**src/logic/rv_pkg.sv**
```systemverilog
package rv_pkg;

  localparam int xlen = 32;
  localparam int mem_addr_w = 10;
  localparam int mem_words = 1 << mem_addr_w; // 4 KiB of words.
  localparam logic [xlen-1:0] reset_pc = '0;

  typedef enum logic [6:0] {
    op_load   = 7'b0000011,
    op_store  = 7'b0100011,
    op_reg    = 7'b0110011,
    op_imm    = 7'b0010011,
    op_atomic = 7'b0101111,
    op_branch = 7'b1100011,
    op_jal    = 7'b1101111,
    op_jalr   = 7'b1100111
  } opcode_e;

  // Layout is {instr[25], instr[30], funct3}.
  typedef enum logic [4:0] {
    alu_add  = 5'b00000,
    alu_sll  = 5'b00001,
    alu_slt  = 5'b00010,
    alu_sltu = 5'b00011,
    alu_xor  = 5'b00100,
    alu_srl  = 5'b00101,
    alu_or   = 5'b00110,
    alu_and  = 5'b00111,
    alu_sub  = 5'b01000,
    alu_sra  = 5'b01101
  } alu_op_e;

  typedef enum logic [3:0] {
    br_eq   = 4'd0,
    br_ne   = 4'd1,
    br_lt   = 4'd4,
    br_ge   = 4'd5,
    br_ltu  = 4'd6,
    br_geu  = 4'd7,
    br_jal  = 4'd8,
    br_jalr = 4'd9,
    br_none = 4'd15
  } branch_e;

  typedef enum logic [4:0] {
    amo_add  = 5'b00000,
    amo_swap = 5'b00001,
    amo_none = 5'b11111 // Unused funct5.
  } atomic_e;

  typedef enum logic [2:0] {
    len_b  = 3'b000,
    len_h  = 3'b001,
    len_w  = 3'b010,
    len_bu = 3'b100,
    len_hu = 3'b101
  } mem_len_e;

endpackage
```
**src/logic/fetch_unit.sv**
```systemverilog
`timescale 1ns/1ps

module fetch_unit (
  input  logic clk,
  input  logic rst_n,
  input  logic fetch_start,
  input  logic pc_load,
  input  logic [rv_pkg::xlen-1:0] next_pc,
  input  logic fetch_gnt,
  input  logic [rv_pkg::xlen-1:0] ram_rdata,
  output logic fetch_req,
  output logic [rv_pkg::mem_addr_w-1:0] fetch_addr,
  output logic [rv_pkg::xlen-1:0] pc,
  output logic [rv_pkg::xlen-1:0] instr,
  output logic fetch_done
);
  import rv_pkg::*;

  assign fetch_addr = pc[mem_addr_w+1:2]; // Word address.

  always_ff @(posedge clk) begin
    if (!rst_n) begin
      pc <= reset_pc;
      fetch_req <= 1'b0;
      fetch_done <= 1'b0;
      instr <= '0;
    end else begin
      if (pc_load) pc <= next_pc;
      if (fetch_start) fetch_req <= 1'b1;
      else if (fetch_gnt) fetch_req <= 1'b0;
      fetch_done <= fetch_req && fetch_gnt; // Read data lands this cycle.
      if (fetch_done) instr <= ram_rdata;
    end
  end

endmodule

```
**config.mk**
```make
export PLATFORM = sky130hd
export DESIGN_NAME = fetch_unit
export DESIGN_NICKNAME = d
export VERILOG_FILES = /design/src/logic/rv_pkg.sv /design/src/logic/fetch_unit.sv
export SDC_FILE = /design/constraint.sdc
export NUM_CORES = 1
export LEC_CHECK = 0
export ABC_AREA = 1
export BUFFER_PORTS_ARGS = -buffer_cell sky130_fd_sc_hd__buf_2
export CELL_PAD_IN_SITES_DETAIL_PLACEMENT = 0
export CELL_PAD_IN_SITES_GLOBAL_PLACEMENT = 1
export CORE_MARGIN = 2
export CORE_UTILIZATION = 30
export CTS_BUF_LIST = sky130_fd_sc_hd__clkbuf_8
export DETAILED_ROUTE_END_ITERATION = 16
export PLACE_DENSITY = 0.87
export SLEW_MARGIN = 20
export SYNTH_ARGS = -nofsm -noshare
export SYNTH_HDL_FRONTEND = slang
export SYNTH_SLANG_ARGS = --single-unit
```
**constraint.sdc**
```tcl
create_clock -name clk -period 1.2 [get_ports clk]
set_input_delay 0.06 -clock clk [delete_from_list [all_inputs] [get_ports clk]]
set_output_delay 0.06 -clock clk [all_outputs]
set_load 0.02 [all_outputs]
```
Word level (Yosys, flattened, before mapping)
Index checks and enable logic that the tools add are counted.
- output and inout port bits: 76
- ROM bits: 0
- memories kept: 0
- flip-flop bits (word level): 66
- latch bits: 0
- RAM bits: 0
- word-level logic and storage cells: 8
- multiplexer cells: 2
- bitwise gates (word level): 0
- reduce and logical (&&, ||, !) cells: 2
- shift operators: 0
- add/sub/neg operators: 0
- $mul: 0
- magnitude comparators: 0
- divide/modulo/power cells: 0
- equal/unequal tests: 0
- operators with widths (cell ; number):
    $mux W1 ; 2
    $reduce_bool A2 Y1 ; 1
    $logic_and A1 B1 Y1 ; 1

Depth between registers and ports, before layout
Gate-level depths: netlist (run 1).
- depth after elaboration: 2
- mapped depth: 5

Least setup slack after synthesis (run 1)
OpenSTA, ideal clock, no wires.
- path type: reg-to-reg
- from: reg fetch_done
- to: reg instr[10] (netlist name)
- data arrival time: 917 ps
- cell stages (with the launch flop): 6
- setup slack: 170 ps
- path buffers: 2
- setup time: 113 ps
- cells stage by stage: dfxtp_1 -> buf_4 -> buf_2 -> nand2_1 -> nand2_1 -> nor2_1
- RTL lines (element ; line ; text):
    start: declaration ; fetch_unit.sv:15 ; output logic fetch_done
    start signal: assignment ; fetch_unit.sv:31 ; fetch_done <= fetch_req && fetch_gnt;
    end signal: assignment ; fetch_unit.sv:32 ; if (fetch_done) instr <= ram_rdata;
    end: declaration ; fetch_unit.sv:14 ; output logic [rv_pkg::xlen-1:0] instr,

Worst setup path after layout (run 1)
- from: reg fetch_done
- to: out fetch_done
No word-level cell between the ends.

==> flow_metrics.tcl, run 1 <==
set metrics [dict create \
    status "finished, final reports clean" \
    power_density_nw_per_um2 1238 \
    cp_max_fo 14 \
    synthesis.nets 491 \
    h-tree-depth 3 \
    clock-sinks 66 \
    die_area_um2 9905 \
    rr_startpoint "fetch_done$_SDFF_PN0_" \
    synth_warnings 0 \
    worst_setup_path_start_kind "flip-flop" \
    antenna_cells 0 \
    place_congestion 0.7565 \
    first_pass_iters 4 \
    reg2reg_depth 4 \
    cts_tree "built" \
    drive_gt1_share_pct 28.21 \
    wire_per_inst_um 9.820 \
    layout_min_cycle_time_ns 1.130 \
    cp.arrival_ns 1.07 \
    ff2ff_setup_slack_ns 0.21 \
    wirelength_mm 6.943 \
    fmax_mhz 884.6 \
    crit_type "reg2out" \
    ant_nets 0 \
    yosys-top-cells-count "nand2_1, nor2_1, dfxtp_1" \
    synth.area.top_cells "dfxtp_1, nand2_1, nor2_1, inv_1, buf_4" \
    slew-limit-headroom_pct 77.19 \
    cp-endpoint "fetch_done" \
    fin_nets 664 \
    io_pins 145 \
    fillCellCount 885 \
    die_w_um 99.53 \
    worstMarginPinSlew_ns 0.3422 \
    grt_overflow 0 \
    synthCells 422 \
    endpoint_kind "primary output" \
    synthFlopType "dfxtp_1" \
    maxSlewViolCount 0 \
    setup_slack_ns 0.06951 \
    leakage_nw 2.408 \
    yosysTopAreaCell "dfxtp_1" \
    dp_slack_ns 0.3182 \
    hpwl_mm 4.449 \
    synth_edf_count 0 \
    area_delta_synth_final_pct 52.06 \
    timing.final.crit_share_pct 94.21 \
    synth.avg_cell_area_um2 6.487 \
    yosysTopAreaCellShare_pct 48.26 \
    peakVddDrop_mv 0.4991 \
    rsz0062_at_grt "no" \
    ys_seq_area_share_pct 48.26 \
    utilization_pct 47.27 \
    coreArea_um2 8806 \
    finalPower_mw 5.154 \
    finalHoldViolCount 0 \
    grt_first_pass_wirelength_mm 11.83 \
    setup_violations 0 \
    drt-initial-drc-count 76 \
    clock_path_buffers 2 \
    yosysMostFrequentCell "nand2_1" \
    ys_ff_latch 66 \
    clk_pin_slew_ns 0.07 \
    hold_class "in2reg" \
    antenna_found_initial 0 \
    r2r-end "instr[13]$_SDFFE_PN0P_" \
    port_buffers 144 \
    synthArstFlopShare_pct 0 \
    post-route-drc-count 0 \
    grt_pass1_vias 2780 \
    worst_skew_pair.late_latency_ns 0.34 \
    clockRootBuffer "clkbuf_8" \
    synth.distinct_cells 8 \
    start_util_pct 31.09 \
    crit_start "fetch_done$_SDFF_PN0_" \
    grt_max_degree 65 \
    die_h_um 99.53 \
    std_cell_rows 34 \
    routed_via_density 4.040 \
    dr_total_vias 2856 \
    setup_tns_ns 0 \
    crit_required_ns 1.14 \
    max_cap_violations 0 \
    cts_buffers 9 \
    fin_worst_skew_ns 0.009437 \
    grt_use_total_pct 14.63 \
    synth_area_um2 2738 \
]
[worst min-delay path by stage]
stage                             end  cells after the start  slack [ns]          start
2_1_floorplan  fetch_req$_SDFFE_PN0P_                      1        0.16      fetch_gnt
3_3_place_gp   fetch_req$_SDFFE_PN0P_                      2        0.26      fetch_gnt
3_5_place_dp   fetch_req$_SDFFE_PN0P_                      2        0.26      fetch_gnt
4_1_cts            pc[7]$_SDFFE_PN0P_                      5       0.001     next_pc[7]
5_1_grt        instr[30]$_SDFFE_PN0P_                      5        0.02  ram_rdata[30]
6_report       instr[14]$_SDFFE_PN0P_                      5        0.02  ram_rdata[14]
[area by class of cell]
class	count	area, um2	share of cell area (%)
flip-flops and latches	66	1324	31.80
repair buffers	193	1286	30.90
multi-input cells	260	980.9	23.56
inverters	65	244.0	5.861
clock buffers	10	137.6	3.306
well taps	108	135.1	3.246
clock inverters	5	55.05	1.323
[per-layer routing]
layer / vias to the layer above / track usage, % / part of all wire (%)
met4: 0 / 5.163 / 1.6
met3: 13 / 5.762 / 8.4
met2: 103 / 25.05 / 46
met1: 1217 / 16.53 / 44
met5: - / 0 / 0
li1: 1523 / - / -
[metrics by stage]
stage | cells | hold slack, ns | cell area [um2]
after floorplan | 422 | 0.1565 | 2738
after global placement | 648 | 0.2571 | 3487
after detailed placement | 648 | 0.2621 | 3487
after CTS | 706 | 0.0009945 | 4133
after global routing | 707 | 0.01697 | 4163
final | 707 | 0.01623 | 4163
[timing repair]
action	CTS	global route
hold buffers	42	1
gates resized for setup	0	2
hold endpoints to repair	42	1
endpoints found under the setup margin	1	2
pin swaps	0	1
setup buffers	0	0
cloned	1	1
[kinds of logic (layout without fill, tap and decap cells)]
kind of cell,Yosys count,after routing,share of synthesized area (%)
flops,66,66,48.26
simple gates,259,259,35.51
buf+inv,96,273,16.04
compound gates,1,1,0.1826
[worst max-delay path: stages (launching register included)]
cell and delay, ns:
dfxtp_2 0.41, buf_12 0.16, buf_2 0.17
[where the power goes]
group	switching, mW	leakage [nW]	internal (mW)
clock	0.838	0.0941	0.997
combinational	0.512	1.77	0.421
sequential	0.0673	0.544	2.32
total	1.42	2.41	3.74
[registers in the layout, indices dropped and copies added (netlist names)]
signal,count
instr,32
pc,32
fetch_req,1
fetch_done,1
[layout by cell type, fill, tap and decap left out]
cell,count
nand2_1,130
dfxtp_1,64
clkinvlp_4,2
clkbuf_16,1
inv_1,65
clkinv_2,2
buf_4,1
clkbuf_8,10
nor2_1,129
dlygate4sd3_1,42
buf_12,4
o21ai_2,1
bufbuf_16,1
bufinv_16,1
buf_2,144
dfxtp_2,2
No activity file was read; power rests on OpenSTA's default activity.
==> run 2, diff against run 1 <==
Settings changed: CORE_ASPECT_RATIO set to 1.4.
==> run 2 against run 1 <==
- register-to-register slack lost 0.12 ns
- largest cell class unchanged
- first-iteration DRC count shrank 25%
- clock power grew 7%
- fmax grew 0.36%
- sequential share of layout area grew 0.19 points
- combinational power shrank 2%
- die area grew 0.11%
==> flow_metrics.tcl, run 2 (same netlist as run 1, synthesis figures left out) <==
set metrics [dict create \
    crit_type "in2reg" \
    clockRootBuffer "clkbuf_8" \
    finalHoldViolCount 0 \
    area_delta_synth_final_pct 51.14 \
    rsz0062_at_grt "no" \
    wirelength_mm 6.751 \
    hold_ws_ns 0.01671 \
    grt_pass1_vias 2591 \
    ant_nets 0 \
    endpoint_kind "flip-flop" \
    layout_min_cycle_time_ns 1.126 \
    timing.final.crit_share_pct 93.87 \
    grt_overflow 0 \
    coreArea_um2 8926 \
    die_w_um 84.74 \
    grt_use_total_pct 13.74 \
    drt-initial-drc-count 57 \
    setup_tns_ns 0 \
    reg.largest.list "instr x32, pc x32" \
    hold_class "in2reg" \
    dr_total_vias 2789 \
    ff2ff_setup_slack_ns 0.09 \
    cp.arrival_ns 1.40 \
    worst_setup_path_start_kind "primary input" \
    fmax_mhz 887.8 \
    post-route-drc-count 0 \
    r2r-end "fetch_req$_SDFFE_PN0P_" \
    dpl_cell_area_um2 3466 \
    port_buffers 144 \
    routed_via_density 3.945 \
    hpwl_mm 4.340 \
    cts_buffers 9 \
    die_h_um 117.0 \
    place_congestion 0.7607 \
    power_density_nw_per_um2 1273 \
    path_buf_inv 3 \
    clock-sinks 66 \
    mostFrequentLayoutCells "buf_2, nand2_1, nor2_1" \
    dp_cells 646 \
    setup_violations 0 \
    drive_gt1_share_pct 27.33 \
    clock_path_buffers 2 \
    worst_skew_pair.late_latency_ns 0.33 \
    max_cap_violations 0 \
    wire_per_inst_um 9.549 \
    setup_slack_ns 0.07358 \
    fin_nets 664 \
    cts_tree "built" \
    final_area_um2 4138 \
    cp_max_fo 2 \
    antenna_cells 0 \
    finalPower_mw 5.266 \
    hp-start "next_pc[16]" \
    antenna_found_initial 0 \
    dp_slack_ns 0.3472 \
    rr_startpoint "fetch_req$_SDFFE_PN0P_" \
    holdPathStages 5 \
    holdPathEnd "pc[16]$_SDFFE_PN0P_" \
    layout.cells.non_filler 707 \
    h-tree-depth 3 \
    layout_commonest_cell "buf_2" \
    maxSlewViolCount 0 \
    grt_first_pass_wirelength_mm 10.96 \
    worstMarginPinSlew_ns 0.3109 \
    start_util_pct 30.67 \
    crit_chain "dlygate4sd3_1 -> buf_2 -> o21ai_1 -> dlygate4sd3_1" \
    crit_top_cell "dlygate4sd3_1" \
    first_pass_iters 4 \
    status "finished, final reports clean" \
    grt_max_degree 67 \
    clk_pin_slew_ns 0.07 \
    critPathSlowestCell "dlygate4sd3_1" \
    die_area_um2 9917 \
    std_cell_rows 41 \
    slew-limit-headroom_pct 79.27 \
    post_cts_buffers 0 \
    io_pins 145 \
    slowest_delay_ns 0.55 \
    peakVddDrop_mv 0.6053 \
    reg2reg_depth 3 \
    leakage_nw 2.409 \
    cpLargestDelayFamily "buffers and inverters" \
    crit_required_ns 1.47 \
    utilization_pct 46.36 \
    fin_worst_skew_ns 0.001952 \
]
[run 2: cell types whose count changed in the layout (fill, tap and decap cells not counted), sizes merged]
cell and delta:
clkinv -2, inv +2, clkinvlp -2, bufbuf -1, clkbuf +2, dlygate4sd3 +3, buf -1
[run 2: what timing repair did]
| item | 4_1_cts | 5_1_grt |
|---|---|---|
| hold endpoints to repair | 45 | 0 |
| setup endpoints to repair | 0 | 2 |
| hold buffers | 45 | 0 |
| gates resized for setup | 0 | 2 |
[run 2: report_power, final]
part / internal [mW] / switching (mW)
Combinational: 0.408 / 0.510
Clock: 1.17 / 0.789
Sequential: 2.32 / 0.0662
Total: 3.90 / 1.37
[run 2: area by class of cell]
type                       count  area [um2]
clock buffer                  13       178.9
clock inverter                 3       37.54
fill                         917        4788
inverter                      65       244.0
multi-input combinational    260       977.2
sequential                    66        1324
tap                          107       133.9
timing repair buffer         193        1242
[run 2: layer usage]
metal,vias to the layer above,global-route usage (%),share of wire (%)
li1,1527,-,-
met1,1148,14.90,43
met2,105,24.30,48
met3,9,3.717,7.7
met4,0,7.619,1.7
met5,-,0,0
[run 2: worst register-to-register path, delay by kind of cell (launching register included)]
| kind | cells | cell delay (ns) |
|---|---|---|
| flip-flops | 1 | 0.33 |
| AO/OA/AOI/OAI | 1 | 0.12 |
| buffers and inverters | 1 | 0.55 |
| AND/OR/NAND/NOR | 1 | 0.06 |
[run 2: how the worst max path moves through the flow]
| stage | startpoint | endpoint | slack, ns | cells past startpoint |
|---|---|---|---|---|
| after floorplan | fetch_done$_SDFF_PN0_ | instr[10]$_SDFFE_PN0P_ | 0.17 | 5 |
| after global placement | fetch_done$_SDFF_PN0_ | instr[25]$_SDFFE_PN0P_ | 0.37 | 4 |
| after detailed placement | fetch_done$_SDFF_PN0_ | instr[4]$_SDFFE_PN0P_ | 0.35 | 4 |
| after CTS | fetch_done$_SDFF_PN0_ | fetch_done | 0.005 | 2 |
| after global routing | fetch_req$_SDFFE_PN0P_ | fetch_req$_SDFFE_PN0P_ | 0.008 | 3 |
| final | fetch_gnt | fetch_req$_SDFFE_PN0P_ | 0.07 | 4 |
