## src/logic/rv_pkg.sv

```systemverilog
package rv_pkg;

  localparam int xlen = 32;
  localparam int mem_addr_w = 10;
  localparam int mem_words = 1 << mem_addr_w; // 4 KiB of words.
  localparam logic [xlen-1:0] reset_pc = '0;

  typedef enum logic [6:0] {
    op_load   = 7'b0000011,
    op_store  = 7'b0100011,
    op_reg    = 7'b0110011,
    op_imm    = 7'b0010011,
    op_atomic = 7'b0101111,
    op_branch = 7'b1100011,
    op_jal    = 7'b1101111,
    op_jalr   = 7'b1100111
  } opcode_e;

  // Layout is {instr[25], instr[30], funct3}.
  typedef enum logic [4:0] {
    alu_add  = 5'b00000,
    alu_sll  = 5'b00001,
    alu_slt  = 5'b00010,
    alu_sltu = 5'b00011,
    alu_xor  = 5'b00100,
    alu_srl  = 5'b00101,
    alu_or   = 5'b00110,
    alu_and  = 5'b00111,
    alu_sub  = 5'b01000,
    alu_sra  = 5'b01101
  } alu_op_e;

  typedef enum logic [3:0] {
    br_eq   = 4'd0,
    br_ne   = 4'd1,
    br_lt   = 4'd4,
    br_ge   = 4'd5,
    br_ltu  = 4'd6,
    br_geu  = 4'd7,
    br_jal  = 4'd8,
    br_jalr = 4'd9,
    br_none = 4'd15
  } branch_e;

  typedef enum logic [4:0] {
    amo_add  = 5'b00000,
    amo_swap = 5'b00001,
    amo_none = 5'b11111 // Unused funct5.
  } atomic_e;

  typedef enum logic [2:0] {
    len_b  = 3'b000,
    len_h  = 3'b001,
    len_w  = 3'b010,
    len_bu = 3'b100,
    len_hu = 3'b101
  } mem_len_e;

endpackage
```

## src/logic/exec_unit.sv

```systemverilog
`timescale 1ns/1ps

module exec_unit (
  input  logic clk,
  input  logic rst_n,
  input  logic run,
  input  logic [rv_pkg::xlen-1:0] pc,
  input  logic [rv_pkg::xlen-1:0] instr,
  input  logic fetch_done,
  input  logic mem_done,
  input  logic [rv_pkg::xlen-1:0] load_data,
  output logic fetch_start,
  output logic pc_load,
  output logic [rv_pkg::xlen-1:0] next_pc,
  output logic mem_start,
  output logic [rv_pkg::xlen-1:0] mem_addr,
  output logic [rv_pkg::xlen-1:0] mem_wdata,
  output rv_pkg::mem_len_e mem_len,
  output logic mem_read,
  output logic mem_write,
  output rv_pkg::atomic_e atomic_op,
  output logic retire_valid,
  output logic [rv_pkg::xlen-1:0] retire_pc,
  output logic [4:0] retire_rd,
  output logic [rv_pkg::xlen-1:0] retire_data,
  output logic retire_we
);
  import rv_pkg::*;

  typedef enum logic [2:0] {st_idle, st_fetch, st_exec, st_mem, st_retire} exec_state_e;

  exec_state_e state;
  logic [4:0] rs1, rs2, rd;
  logic [xlen-1:0] immediate;
  logic alu_use_rs2;
  logic reg_write;
  alu_op_e alu_op;
  branch_e branch_type;
  logic [xlen-1:0] regs [32];
  logic [xlen-1:0] rs1_val, rs2_val, alu_b, alu_res, link, target;
  logic [xlen-1:0] result_q, npc_q;
  logic taken;
  logic retire_fire;

  decoder u_decoder (
    .instruction(instr), .rs1(rs1), .rs2(rs2), .rd(rd), .immediate(immediate),
    .alu_use_rs2(alu_use_rs2), .alu_op(alu_op), .reg_write(reg_write),
    .mem_write(mem_write), .mem_read(mem_read), .mem_len(mem_len),
    .branch_type(branch_type), .atomic_op(atomic_op)
  );

  assign rs1_val = (rs1 == 5'd0) ? '0 : regs[rs1]; // x0 reads zero.
  assign rs2_val = (rs2 == 5'd0) ? '0 : regs[rs2];
  assign alu_b = alu_use_rs2 ? rs2_val : immediate;

  always_comb begin
    case (alu_op)
      alu_sub:  alu_res = rs1_val - alu_b;
      alu_sll:  alu_res = rs1_val << alu_b[4:0];
      alu_slt:  alu_res = {{(xlen-1){1'b0}}, $signed(rs1_val) < $signed(alu_b)};
      alu_sltu: alu_res = {{(xlen-1){1'b0}}, rs1_val < alu_b};
      alu_xor:  alu_res = rs1_val ^ alu_b;
      alu_srl:  alu_res = rs1_val >> alu_b[4:0];
      alu_sra:  alu_res = $signed(rs1_val) >>> alu_b[4:0];
      alu_or:   alu_res = rs1_val | alu_b;
      alu_and:  alu_res = rs1_val & alu_b;
      default:  alu_res = rs1_val + alu_b;
    endcase

    case (branch_type)
      br_eq:   taken = (rs1_val == rs2_val);
      br_ne:   taken = (rs1_val != rs2_val);
      br_lt:   taken = $signed(rs1_val) < $signed(rs2_val);
      br_ge:   taken = $signed(rs1_val) >= $signed(rs2_val);
      br_ltu:  taken = rs1_val < rs2_val;
      br_geu:  taken = rs1_val >= rs2_val;
      br_jal,
      br_jalr: taken = 1'b1;
      default: taken = 1'b0;
    endcase
  end

  assign link = pc + 32'd4;
  assign target = (branch_type == br_jalr) ? ((rs1_val + immediate) & ~32'd1) : pc + immediate;

  assign retire_fire = (state == st_retire) && run;
  assign fetch_start = (state == st_idle && run) || retire_fire;
  assign pc_load = fetch_start;
  assign next_pc = (state == st_idle) ? reset_pc : npc_q; // Restart from reset_pc.
  assign mem_start = (state == st_exec) && run && (mem_read || mem_write);
  assign mem_addr = alu_res;
  assign mem_wdata = rs2_val;

  assign retire_valid = retire_fire;
  assign retire_pc = pc;
  assign retire_rd = rd;
  assign retire_data = result_q;
  assign retire_we = reg_write;

  always_ff @(posedge clk) begin
    if (!rst_n) begin
      state <= st_idle;
    end else if (!run) begin
      state <= st_idle; // Dropping run abandons the instruction.
    end else begin
      case (state)
        st_idle:   state <= st_fetch;
        st_fetch:  if (fetch_done) state <= st_exec;
        st_exec:   state <= mem_start ? st_mem : st_retire;
        st_mem:    if (mem_done) state <= st_retire;
        default:   state <= st_fetch;
      endcase
    end
  end

  always_ff @(posedge clk) begin
    if (state == st_exec) begin
      result_q <= (branch_type == br_jal || branch_type == br_jalr) ? link : alu_res;
      npc_q <= taken ? target : link;
    end else if (state == st_mem && mem_done && mem_read) begin
      result_q <= load_data; // Old word for atomics.
    end
    if (retire_fire && reg_write && rd != 5'd0) begin
      regs[rd] <= result_q;
    end
  end

  assert property (@(posedge clk) disable iff (!rst_n) retire_valid |=> !retire_valid)
    else $error("exec_unit: retire_valid held for two cycles");

endmodule

```

## src/logic/decoder.sv

```systemverilog
`timescale 1ns/1ps

module decoder (
  input  logic [31:0] instruction,
  output logic [4:0] rs1,
  output logic [4:0] rs2,
  output logic [4:0] rd,
  output logic [31:0] immediate,
  output logic alu_use_rs2,
  output rv_pkg::alu_op_e alu_op,
  output logic reg_write,
  output logic mem_write,
  output logic mem_read,
  output rv_pkg::mem_len_e mem_len,
  output rv_pkg::branch_e branch_type,
  output rv_pkg::atomic_e atomic_op
);
  import rv_pkg::*;

  opcode_e opcode;
  logic [2:0] funct3;
  logic [6:0] funct7;
  logic legal;

  assign opcode = opcode_e'(instruction[6:0]);
  assign funct3 = instruction[14:12];
  assign funct7 = instruction[31:25];

  assign rs1 = instruction[19:15];
  assign rs2 = instruction[24:20];
  assign rd = instruction[11:7];
  assign mem_len = mem_len_e'(funct3);
  assign alu_use_rs2 = (opcode == op_reg);

  always_comb begin
    case (opcode)
      op_load:   legal = (funct3 != 3'd3) && (funct3 < 3'd6);
      op_store:  legal = (funct3 < 3'd3);
      op_reg:    legal = (funct7 == 7'd0) ||
                         (funct7 == 7'b0100000 && (funct3 == 3'd0 || funct3 == 3'd5));
      op_imm:    legal = 1'b1;
      op_atomic: legal = (funct3 == 3'd2) &&
                         (instruction[31:27] == amo_add || instruction[31:27] == amo_swap);
      op_branch: legal = (funct3 != 3'd2) && (funct3 != 3'd3);
      op_jal:    legal = 1'b1;
      op_jalr:   legal = (funct3 == 3'd0);
      default:   legal = 1'b0; // Retires as a no-op.
    endcase
  end

  assign reg_write = legal && (opcode == op_load || opcode == op_reg || opcode == op_imm ||
                               opcode == op_atomic || opcode == op_jal || opcode == op_jalr);
  assign mem_read = legal && (opcode == op_load || opcode == op_atomic);
  assign mem_write = legal && (opcode == op_store || opcode == op_atomic);

  always_comb begin
    if (opcode == op_load || opcode == op_store || opcode == op_atomic) begin
      alu_op = alu_add; // Address generation.
    end else if (opcode == op_imm && funct3 != 3'b101) begin
      alu_op = alu_op_e'({2'b00, funct3});
    end else begin
      alu_op = alu_op_e'({instruction[25], instruction[30], funct3});
    end

    case (opcode)
      op_imm:    immediate = (funct3 == 3'b101) ? {27'd0, instruction[24:20]} :
                             {{20{instruction[31]}}, instruction[31:20]};
      op_store:  immediate = {{20{instruction[31]}}, instruction[31:25], instruction[11:7]};
      op_branch: immediate = {{19{instruction[31]}}, instruction[31], instruction[7],
                              instruction[30:25], instruction[11:8], 1'b0};
      op_jal:    immediate = {{11{instruction[31]}}, instruction[31], instruction[19:12],
                              instruction[20], instruction[30:21], 1'b0};
      op_atomic: immediate = '0;
      default:   immediate = {{20{instruction[31]}}, instruction[31:20]};
    endcase

    if (!legal) branch_type = br_none;
    else if (opcode == op_branch) branch_type = branch_e'({1'b0, funct3});
    else if (opcode == op_jal) branch_type = br_jal;
    else if (opcode == op_jalr) branch_type = br_jalr;
    else branch_type = br_none;

    atomic_op = (legal && opcode == op_atomic) ? atomic_e'(instruction[31:27]) : amo_none;
  end

endmodule

```

## config.mk

```make
export PLATFORM = sky130hd
export DESIGN_NAME = exec_unit
export DESIGN_NICKNAME = d
export VERILOG_FILES = /design/src/logic/rv_pkg.sv /design/src/logic/exec_unit.sv /design/src/logic/decoder.sv
export SDC_FILE = /design/constraint.sdc
export NUM_CORES = 2
export LEC_CHECK = 0
export BUFFER_PORTS_ARGS = -buffer_cell sky130_fd_sc_hd__buf_4
export CAP_MARGIN = 40
export CORE_ASPECT_RATIO = 0.75
export CORE_UTILIZATION = 45
export CTS_CLUSTER_SIZE = 20
export DETAILED_ROUTE_END_ITERATION = 16
export PLACE_DENSITY = 0.73
export SYNTH_ARGS = -nofsm -noshare
export SYNTH_HDL_FRONTEND = slang
export SYNTH_SLANG_ARGS = --single-unit
export TNS_END_PERCENT = 20
```

## constraint.sdc

```tcl
create_clock -name clk -period 17.2 [get_ports clk]
set_input_delay 1.72 -clock clk [delete_from_list [all_inputs] [get_ports clk]]
set_output_delay 1.72 -clock clk [all_outputs]
set_load 0.01 [all_outputs]
```

[After elaboration in Yosys (flattened, before gate mapping)]
Memories as Yosys holds them, arrays and structs flattened.
Index checks and enable logic that the tools add are counted.
W data, S select, Z words.
Storage, ports and cells
  register bits: 67
  memory bits (writable): 1024
  bits of input ports: 101
  logic and storage cells: 134
  memories: 1
Cells by class
  add/sub/neg operators: 5
  magnitude comparators: 8
  equality and inequality tests: 39
  shift operators: 3
  multiplexer cells: 27
  bitwise logic cells: 3
  reduce and logical (&&, ||, !) cells: 45
Memories
  regs: depth 32, width 32, rd ports 2, clocked after memory_dff 0, wr ports 1, RTL line exec_unit.sv:39  | logic [xlen-1:0] regs [32];
Operators with widths (count)
  $mux W32: 10
  $pmux W32 S9: 1
  $pmux W32 S5: 1
  $lt A32 B32 Y1: 4
  $add A32 B32 Y32: 3
  $ge A32 B32 Y1: 2
  $add A32 B3 Y32 const B: 1
  $and A32 B32 Y32: 1
  $eq A32 B32 Y1: 1
  $ne A32 B32 Y1: 1
  $or A32 B32 Y32: 1
  $shl A32 B5 Y32: 1
  $shr A32 B5 Y32: 1
  $sshr A32 B5 Y32: 1
  $sub A32 B32 Y32: 1
  $xor A32 B32 Y32: 1
  $eq A7 B6 Y1 const B: 4
  $eq A7 B7 Y1 const B: 3
  $eq A5 B3 Y1 const B: 4
  $logic_and A1 B1 Y1: 17
  $eq A4 B3 Y1 const B: 4
  $logic_not A5 Y1: 3
  $logic_or A1 B1 Y1: 15
  $mux W5: 3
  27 further kinds: 46

[Depth between registers and ports, before layout]
  word-level depth: 11
  gate-level depth with buffers: 30

[By module]
Synthesis repeated with hierarchy kept, for this count alone.
Unflattened totals
  cells, all modules: 4896
  area, all modules: 65984.5 um2
Modules (own cells, without submodules)
  exec_unit: times used 1, cells an instance 4753, area each 65006.1 um2, seq. area each 32731.4 um2
  decoder: times used 1, cells an instance 143, area each 978.4 um2, seq. area each 0.0 um2

[Least setup slack after synthesis]
OpenSTA, ideal clock, no wires.
  kind: input port to output port
  start point: input port instr[20] (netlist name)
  end point: output port mem_addr[30] (netlist name)
  data arrival time: 7.708 ns
  path slack: 7.772 ns
  stages: 27
  buffers on the path: 10
  cell sequence: buf_6 buf_6 buf_6 buf_6 buf_6 buf_2 buf_2 buf_4 buf_2 mux4_2 mux4_2 nand2_1 a21oi_1 inv_1 o21ai_0 ha_1 clkbuf_1 or4_1 or4b_2 a21oi_1 o32ai_1 o21ai_0 a21oi_1 or3_1 o22ai_1 nand2_1 o211ai_1
Between the ends
  cells in the longest elaborated chain, start to end: 5
  elaborated cells on any way between the ends: 15
RTL lines
  start: declaration: RTL line exec_unit.sv:8  | input logic [rv_pkg::xlen-1:0] instr,
  $mem_v2 Z32 W32 / $logic_not A5 Y1 (equally long branches)
  $mux W32 (*): RTL line exec_unit.sv:53  | assign rs2_val = (rs2 == 5'd0) ? '0 : regs[rs2];
  named net mem_wdata, one bit: RTL line exec_unit.sv:17  | output logic [rv_pkg::xlen-1:0] mem_wdata,
  $mux W32 (*): RTL line exec_unit.sv:54  | assign alu_b = alu_use_rs2 ? rs2_val : immediate;
  $add A32 B32 Y32 / $sub A32 B32 Y32 (equally long branches): RTL line exec_unit.sv:67, exec_unit.sv:58
  $pmux W32 S9 (*): RTL line exec_unit.sv:57  | case (alu_op)
  end: declaration: RTL line exec_unit.sv:16  | output logic [rv_pkg::xlen-1:0] mem_addr,
Mark *: on every way through the listed nets, which the timed path passes. The rest lies on a longest branch.

[Worst setup path after layout]
  start point: input port instr[21] (netlist name)
  end point: output port mem_addr[23] (netlist name)
Between the ends
  cells in the longest elaborated chain, start to end: 5
  elaborated cells on any way between the ends: 15
RTL lines
  $mem_v2 Z32 W32 (tied with other cells)
  $mux W32 / $pmux W32 S5 (equally long branches): RTL line exec_unit.sv:53, decoder.sv:65
  $mux W32 (*): RTL line exec_unit.sv:54
  $add A32 B32 Y32 (tied with other cells): RTL line exec_unit.sv:67  | default: alu_res = rs1_val + alu_b;
  $pmux W32 S9 (*): RTL line exec_unit.sv:57
Mark *: on every way between the ends. The rest lies on a longest branch, timed or not.

==> impl_metrics.toml <==
[run_status]
outcome = "completed"

[layout]
num-fill-cells = 12100
drive_gt1_frac = 0.248
fin_nets = 5477
postLayoutCellArea_um2 = 74100
area_delta_synth_final_pct = 12.4

[worst_setup_path]
worst_path_max_delay_cell = "buf_4"
reg2reg_to = "retire_data[31]"
cp_num_buf_inv = 6
critPathCaptureType = "output port"
path_delay_family = "compound AO/OA/AOI/OAI gates"
worst_path_most_repeated_cell = "buf_4"
path_cells = "buf_8 > buf_4 > buf_4 > buf_4 > mux4_2 > mux4_2 > nand2_1 > a21o_1 > inv_1 > a21boi_0 > ha_1 > o21bai_1 > a21oi_1 > a21boi_0 > a31oi_1 > nor4_1 > o31ai_1 > a21oi_1 > o311ai_0 > o21ai_0 > o21ai_0 > o2111ai_1 > buf_4"
worstPathRequired_ns = 15.48
crit_path_max_incr_delay_ns = 0.77
critical_path_arrival_ns = 9.81
critical_path.startpoint = "instr[21]"
critPathKind = "primary input to output port"
cp-start-kind = "primary input"
crit_cells = 23
r2r_slack_ns = 9.60
critPathMaxFanout = 53
reg2reg_depth = 20
r2r_start = "regs[29][1]"
critical_path.endpoint = "mem_addr[23]"

[detailed_routing]
first_pass_iters = 9
routed_wl_um = 264000
antenna_left = 0
viasPerCell = 7.12
initialDrtViolationCount = 9513
wl_per_cell_um = 36.8
route.detailed.drc = 0
vias = 51100

[floorplan]
row_count = 121
die_h_um = 334
die_w_um = 444
start_util = 0.454
io_pins = 281
core_um2 = 145000
die_area_um2 = 148000

[sta]
hold_violations = 0
finalCritPeriodShare = 0.670
setup_viol = 0
max_slew_margin = 0.146
final.setup_skew_ns = 0.0473
fin_crit_ns = 11.53
fmaxAchievable_ghz = 0.0867
fin_ws_ns = 5.67
timing.hold.ws_ns = 0.534
rsz0062_at_grt = "no"
tns_ns = 0
tightest_slew_ns = 1.28
drv_slew = 0

[grt]
overflow = 0
antenna_found_initial = 21
grt_max_degree = 97
grt_first_pass_wirelength_um = 365000
first_global_vias = 47800
use_met2 = 0.462
grt.busiest_layer = "met1"
gr-usage-met3 = 0.149
grtUsageMet1 = 0.491
track_usage = 0.348

[synth]
ys_types = 117
netlist_top_cells_area = "edfxtp_1 50%, mux4_2 16%, mux2i_1 4.8%"
synth_largest_area_cell = "edfxtp_1"
synth_edf_count = 1088
netlist_area_um2 = 66000
syn-instance-count = 4958
synth.most_common_cell = "edfxtp_1"
synth_top_area_frac = 0.495
ys.flop_type = "edfxtp_1"
yosysWarnings = 0
synth_common_cells = "1088 x edfxtp_1, 458 x mux4_2, 317 x a21oi_1, 316 x mux2i_1, 305 x nand2_1"
seq_area_frac_synth = 0.496
async_flop_share = 0
synth_area_per_cell_um2 = 13.3
synth-seq-cells = 1091

[clock_network]
clk_latency_ns = 0.75
cts_root_buffer = "clkbuf_16"
cts.repair.resized = 0
postCtsSetupRepairBufs = 0
cts_buffers = 102
clkTransAtPathRegs_ns = 0.06
cts_sinks = 1091
ctsHtreeMaxLevel = 3
clk_path_buf_depth = 3
cts_tree = "yes"
holdBufCountCts = 0

[placed_design]
port-buffer-count = 280
place.gp.congestion = 1.09
post-place-ws_ns = 6.05
dpl_cell_area_um2 = 70700
hpwl_um = 179000

[flow_run]
maxCapViolations = 0

[power]
cellPowerDensity_nw_per_um2 = 90.4
clock_power_share = 0.347
p_int_w = 0.00469
combPwrFrac = 0.220
power_switching_w = 0.00200
pwr-share-seq = 0.432
swShare = 0.299
vdd_drop_max_mv = 0.0891
p_leak_nw = 26.0

[hold_path]
hold_class = "flip-flop to flip-flop"
[layout make-up]
class	count	area (um^2)	area share
clock inverters	73	737	0.00994
repair buffers	480	4160	0.0562
flip-flops and latches	1091	32700	0.442
diodes	7	17.5	0.000236
inverters	160	606	0.00817
multi-input cells	3354	30800	0.416
well taps	1906	2380	0.0322
clock buffers	116	2650	0.0357
[placed cells by master, fill, tap and decap left out, types with 78 or more instances in the layout]
cell / instances
mux2i_1: 316
edfxtp_1: 1088
o21ai_0: 175
o22ai_1: 96
buf_4: 434
nand2_1: 305
nor3_1: 78
inv_1: 151
a21oi_1: 316
mux4_2: 458
clkbuf_16: 104
ha_1: 183
nor2_1: 240
[layer usage]
layer  share of wire  wire length, um
met5          0.0018              477
met4           0.052            13600
met3            0.17            45800
met2            0.40           104000
met1            0.38            99800
[worst min-delay path by stage]
stage / from / endpoint / slack (ns) / depth (start not counted)
after global routing: state[2] / state[1] / 0.57 / 1
after CTS: state[2] / state[1] / 0.53 / 1
final: state[2] / state[1] / 0.53 / 1
after detailed placement: state[2] / state[1] / 0.52 / 1
after global placement: state[2] / state[1] / 0.50 / 1
after floorplan: state[2] / state[1] / 0.45 / 1
[per-stage QoR]
step	power (W)	util	std cells
2_1_floorplan	0.00382	-	4989
3_3_place_gp	0.00434	0.481	6946
3_5_place_dp	0.00435	0.486	6987
4_1_cts	0.00664	0.510	7176
5_1_grt	0.00685	0.510	7183
6_report	0.00670	0.510	7187
[registers in the layout, indices dropped and copies added, names as in the netlist]
register and cells:
regs 1024, state 3, npc_q 32, retire_data 32
[power by group through the flow]
| stage | clock, W | combinational (W) | sequential, W |
|---|---|---|---|
| final | 0.00233 | 0.00148 | 0.00290 |
| after global routing | 0.00243 | 0.00152 | 0.00289 |
| after CTS | 0.00233 | 0.00141 | 0.00290 |
| after detailed placement | 0 | 0.00140 | 0.00295 |
| after global placement | 0 | 0.00138 | 0.00295 |
| after floorplan | 0 | 0.000869 | 0.00295 |
[cells by family after synthesis]
group / share of synthesized area
flip-flops: 0.496
AND/OR/NAND/NOR: 0.0816
other: 0.0000568
adder cells (fa/ha/maj): 0.0359
AO/OA/AOI/OAI: 0.113
buffers and inverters: 0.0437
XOR/XNOR: 0.0134
multiplexers: 0.217
No activity file was read; power rests on OpenSTA's default activity.
